File: src/verilog/icache_cfg_pkg.sv
// fixed geometry of 2 ways x 32 sets x 16-byte lines; no translation, fetch address is physical
package icache_cfg_pkg;

  // ====================================================================
  // geometry
  // ====================================================================
  localparam int ADDR_W   = 32;
  localparam int LINE_B   = 16;              // bytes per line
  localparam int LINE_W   = LINE_B * 8;
  localparam int WAYS     = 2;
  localparam int SETS     = 32;
  localparam int OFFSET_W = $clog2(LINE_B);
  localparam int INDEX_W  = $clog2(SETS);
  localparam int TAG_W    = ADDR_W - INDEX_W - OFFSET_W;

  // ====================================================================
  // vector types
  // ====================================================================
  typedef logic [ADDR_W-1:0]  addr_t;
  typedef logic [INDEX_W-1:0] index_t;
  typedef logic [TAG_W-1:0]   tag_t;
  typedef logic [LINE_W-1:0]  line_t;
  typedef logic [LINE_B-1:0]  be_t;      // one bit per line byte
  typedef logic [WAYS-1:0]    way_oh_t;  // one-hot way select

endpackage

File: src/verilog/l2_bus_pkg.sv
// L2 read port only; tag is the icache source bit above a 3-bit refill sequence number
package l2_bus_pkg;

  localparam int   L2_TAG_W  = 4;
  localparam logic L2_SRC_IC = 1'b1;   // top tag bit marks icache traffic
  localparam int   L2_SEQ_W  = 3;

  typedef logic [L2_TAG_W-1:0] l2_tag_t;
  typedef logic [L2_SEQ_W-1:0] l2_seq_t;

endpackage

File: src/verilog/ic_refill_ctrl.sv
`timescale 1ns/1ps
// one outstanding L2 read; response always accepted, victim picked round robin, no replay of the miss
module ic_refill_ctrl (
  input  logic                    i_clk,
  input  logic                    i_reset_n,
  input  logic                    i_miss_start,
  input  icache_cfg_pkg::addr_t   i_miss_addr,
  output logic                    o_idle,
  output logic                    o_l2_req_valid,
  input  logic                    i_l2_req_ready,
  output icache_cfg_pkg::addr_t   o_l2_req_addr,
  output l2_bus_pkg::l2_tag_t     o_l2_req_tag,
  input  logic                    i_l2_resp_valid,
  input  l2_bus_pkg::l2_tag_t     i_l2_resp_tag,
  input  icache_cfg_pkg::line_t   i_l2_resp_data,
  output logic                    o_fill_we,
  output icache_cfg_pkg::way_oh_t o_fill_way,
  output icache_cfg_pkg::index_t  o_fill_index,
  output icache_cfg_pkg::tag_t    o_fill_tag,
  output icache_cfg_pkg::line_t   o_fill_data
);

  localparam int WAYS     = icache_cfg_pkg::WAYS;
  localparam int OFFSET_W = icache_cfg_pkg::OFFSET_W;

  typedef enum logic [1:0] {ST_IDLE, ST_REQ, ST_WAIT} state_t;

  state_t                  r_state;
  icache_cfg_pkg::addr_t   r_line_addr;   // line aligned
  l2_bus_pkg::l2_seq_t     r_seq;
  icache_cfg_pkg::way_oh_t r_victim;
  logic                    w_resp_fire;

  assign o_l2_req_tag = {l2_bus_pkg::L2_SRC_IC, r_seq};
  assign w_resp_fire  = (r_state == ST_WAIT) & i_l2_resp_valid & (i_l2_resp_tag == o_l2_req_tag);

  // ====================================================================
  // miss state machine
  // ====================================================================
  always_ff @(posedge i_clk or negedge i_reset_n) begin
    if (!i_reset_n) begin
      r_state  <= ST_IDLE;
      r_seq    <= '0;
      r_victim <= WAYS'(1);   // way 0 first
    end else begin
      case (r_state)
        ST_IDLE: if (i_miss_start) r_state <= ST_REQ;
        ST_REQ:  if (i_l2_req_ready) r_state <= ST_WAIT;
        ST_WAIT: begin
          if (w_resp_fire) begin
            r_state  <= ST_IDLE;
            r_seq    <= r_seq + 1'b1;
            r_victim <= {r_victim[WAYS-2:0], r_victim[WAYS-1]};
          end
        end
        default: r_state <= ST_IDLE;
      endcase
    end
  end

  always_ff @(posedge i_clk) begin
    if ((r_state == ST_IDLE) && i_miss_start) begin
      r_line_addr <= {i_miss_addr[icache_cfg_pkg::ADDR_W-1:OFFSET_W], {OFFSET_W{1'b0}}};
    end
  end

  assign o_idle         = (r_state == ST_IDLE);
  assign o_l2_req_valid = (r_state == ST_REQ);
  assign o_l2_req_addr  = r_line_addr;

  // fill port
  assign o_fill_we    = w_resp_fire;
  assign o_fill_way   = r_victim;
  assign o_fill_index = r_line_addr[OFFSET_W +: icache_cfg_pkg::INDEX_W];
  assign o_fill_tag   = r_line_addr[icache_cfg_pkg::ADDR_W-1 -: icache_cfg_pkg::TAG_W];
  assign o_fill_data  = i_l2_resp_data;

endmodule

File: config.mk
export PLATFORM = sky130hd
export DESIGN_NAME = ic_refill_ctrl
export DESIGN_NICKNAME = d
export VERILOG_FILES = /design/src/verilog/icache_cfg_pkg.sv /design/src/verilog/l2_bus_pkg.sv /design/src/verilog/ic_refill_ctrl.sv
export SDC_FILE = /design/constraint.sdc
export NUM_CORES = 1
export LEC_CHECK = 0
export CORE_AREA = 2 2 144 146
export DETAILED_ROUTE_END_ITERATION = 8
export DIE_AREA = 0 0 146 148
export DONT_BUFFER_PORTS = 1
export GPL_TIMING_DRIVEN = 0
export SLEW_MARGIN = 20
export SYNTH_ARGS = -nofsm -noshare
export SYNTH_HDL_FRONTEND = slang
export SYNTH_SLANG_ARGS = --single-unit
File: constraint.sdc
create_clock -name i_clk -period 1.7 [get_ports i_clk]
set_input_delay 0.34 -clock i_clk [delete_from_list [all_inputs] [get_ports i_clk]]
set_output_delay 0.34 -clock i_clk [all_outputs]
set_load 0.05 [all_outputs]
==> metrics.txt <==
failing checks setup timing; leakage power roughly 1.4 nW; # DRC 0; Max FO, Critical Path 4; vias per inst 2.71; Diodes inserted 0; FF+latch count, synth 35; Int Pwr 0.00241 W; Mapped Cells 218; fin crit period 1.99 ns; switching share of power 0.482; mux share of post-synthesis cell area 0.0181; Post-Route WL a little over 8 mm; fmax 503 MHz; CTS H-tree lvls 2; via count 1365; final antenna-violating net count 0; Design Area, Final 3050 um2; outcome finished with violations; Hold Path Class in2reg; Die Ht 148 um; Std-Cell Rows 52; initial DRC count 12; Core Util, Final 0.152; commonest cells after routing, fill and taps aside buf_4 (163), edfxtp_1 (28), conb_1 (5), clkbuf_16 (5); final setup vio count 5; Clock Path Buffers 2; Hold Fails Final Rpt 0; commonest non-fill, non-tap cell in the layout buf_4; Total Routing Usage GR 0.0658; Flop pwr share 0.372; xor and xnor fraction of the mapped netlist area 0.0181; Post-Synth Simple-Gate Area 0.0310; dpl cell area 2800 um2; Core Area 20000 um2; clk_lat worst skew 0.28 ns; Starting Density 0.121; ratio of cells with drive above 1 in the final layout 0.791; max incr delay on CP 0.58 ns; pwr dens 1530 nW/um2; CP Cell Sequence xor2_2 > nor4_4 > buf_8; Syn Area/Cell 11.1 um2; Slew Limit Fails 0; die width 146 um; GR Util met3 0.0299; final setup margin -0.289 ns; Req. time, crit path 1.36 ns; logic gate share of total power 0.374; Final nets 403; Root Buffer clkbuf_16; met2 Usage GRT 0.124; type of the worst setup path reg2out; initial antenna violation count 2; cell area after synthesis ~2400 um2; sequential share of the synthesized area 0.420; CP max stage cell dfrtp_4; maximum VDD drop ~1100 uV; post-synthesis adder-cell area fraction 0.00517; TritonCTS clock tree built; most area-consuming cells after synthesis buf_4 (50%), edfxtp_1 (35%), dfrtp_1 (6.2%), xor2_1 (1.4%), mux2_2 (1.4%); startpoint types register; Yosys Warn Count 0; DR pass1 iterations 2; DP Wirelength between 7 and 8 mm; Sw Pwr about 0.0022 W; first-pass GRT wire length 9.83 mm; Netlist cell types 18; Port Buffers 0; Slew HR 0.623; Synth area leader buf_4; MaxCap Viol Count 0; unrepaired setup endpoints after global routing yes; main combinational cell family by area after synthesis buffers and inverters; Die Area 21600 um2; vias in the first global route between 1000 and 1500; Setup crit end kind output pin; critical path arrival 1.65 ns; # IOs 366; Synth Area in Compound Gates 0.00362; Final Cycle Share 1.17; Syn-to-layout area delta 25.8%; register clock-pin slew on the reported worst setup and hold paths 0.06 ns; largest net degree at the start of global routing 29; cts bufs inserted 5; routability cong. 0.773; CTS sink cnt 35; global-route met1 utilization 0.0631; GRT busiest layer met2; clk_skew 0.00499 ns; post-synth top area share 0.499; Worst-Margin Slew 0.565 ns; wire length per cell 16.2 um; total grt overflow 0; Clock power frac 0.254
cell usage after synthesis:
cell type / number
inv_1: 1
dfrtp_1: 6
nor4_4: 1
buf_4: 161
dfstp_2: 1
conb_1: 2
xor2_1: 4
and2b_2: 1
mux2i_1: 1
and2_1: 1
mux2_2: 3
a22o_1: 1
nand2_1: 1
nand4b_4: 1
xnor2_1: 1
edfxtp_1: 28
ha_1: 1
nor2_1: 3
final timing paths:
kind,to,cells after the start,start,slack (ns)
worst max-delay path,o_fill_we,3,r_seq[0],-0.29
max in group asynchronous,o_fill_way[0],1,i_reset_n,1.02
worst min-delay path,o_l2_req_addr[5],0,i_miss_addr[5],0.15
worst max register to register,o_fill_way[1],5,r_seq[0],-0.18
worst min register to register,r_state[0],1,r_state[1],0.62
min in group asynchronous,r_seq[0],1,i_reset_n,0.39
state kept, by name, indices dropped and copies added, names as in the netlist:
register,cells
r_seq,3
o_fill_way,2
r_state,2
o_l2_req_addr,28
power by group through the flow:
stage,Clock [W],Sequential [W],Combinational (W)
after global routing,0.00126,0.00175,0.00179
after floorplan,0,0.00169,0.00164
final,0.00119,0.00173,0.00174
after global placement,0,0.00174,0.00174
after CTS,0.00123,0.00173,0.00176
after detailed placement,0,0.00174,0.00175
metrics by stage:
step	TNS, ns	power (W)	worst slack (ns)	hold WS [ns]	std cells
final	-0.759	0.00466	-0.289	0.152	504
after global routing	-1.06	0.00480	-0.343	0.134	504
after CTS	-3.52	0.00472	-0.682	0.139	500
after detailed placement	-7.05	0.00349	-0.508	0.0446	491
after global placement	-6.84	0.00348	-0.495	0.0447	491
after floorplan	-2.24	0.00333	-0.380	0.0444	221
cell families after synthesis:
family | count (synthesis)
other cells | 2
fa+ha+maj | 1
compound gates | 1
mux | 4
xor+xnor | 5
simple gates | 8
flops | 35
buf+inv | 162
critical path, delay by kind of cell (launching register included):
family	cells	cell delay [ns]
xor gates and xnor gates	1	0.19
buffers and inverters	1	0.21
DFF	1	0.58
and+or+nand+nor	1	0.39
timing repair:
action | 4_1_cts | 5_1_grt
gates resized for setup | 1 | 2
endpoints found under the hold margin | 7 | 0
endpoints found under the setup margin | 35 | 4
buffers inserted | 0 | 2
hold buffers | 1 | 0
pin swaps | 2 | 1
cloned | 0 | 0
layer usage:
layer,vias up,wire length (um)
li1,555,-
met1,619,2490
met2,177,4610
met3,10,971
met4,4,87
met5,-,30
area by class of cell:
cell class / count / area [um2]
Clock buffer: 6 / 129
Buffer: 161 / 1210
Timing Repair Buffer: 5 / 51.3
Inverter: 1 / 3.75
Clock inverter: 2 / 60.1
Sequential cell: 35 / 1020
Tap cell: 270 / 338
Fill cell: 2270 / 17000
Multi-Input combinational cell: 24 / 231
Power figures use the tool's default switching activity.
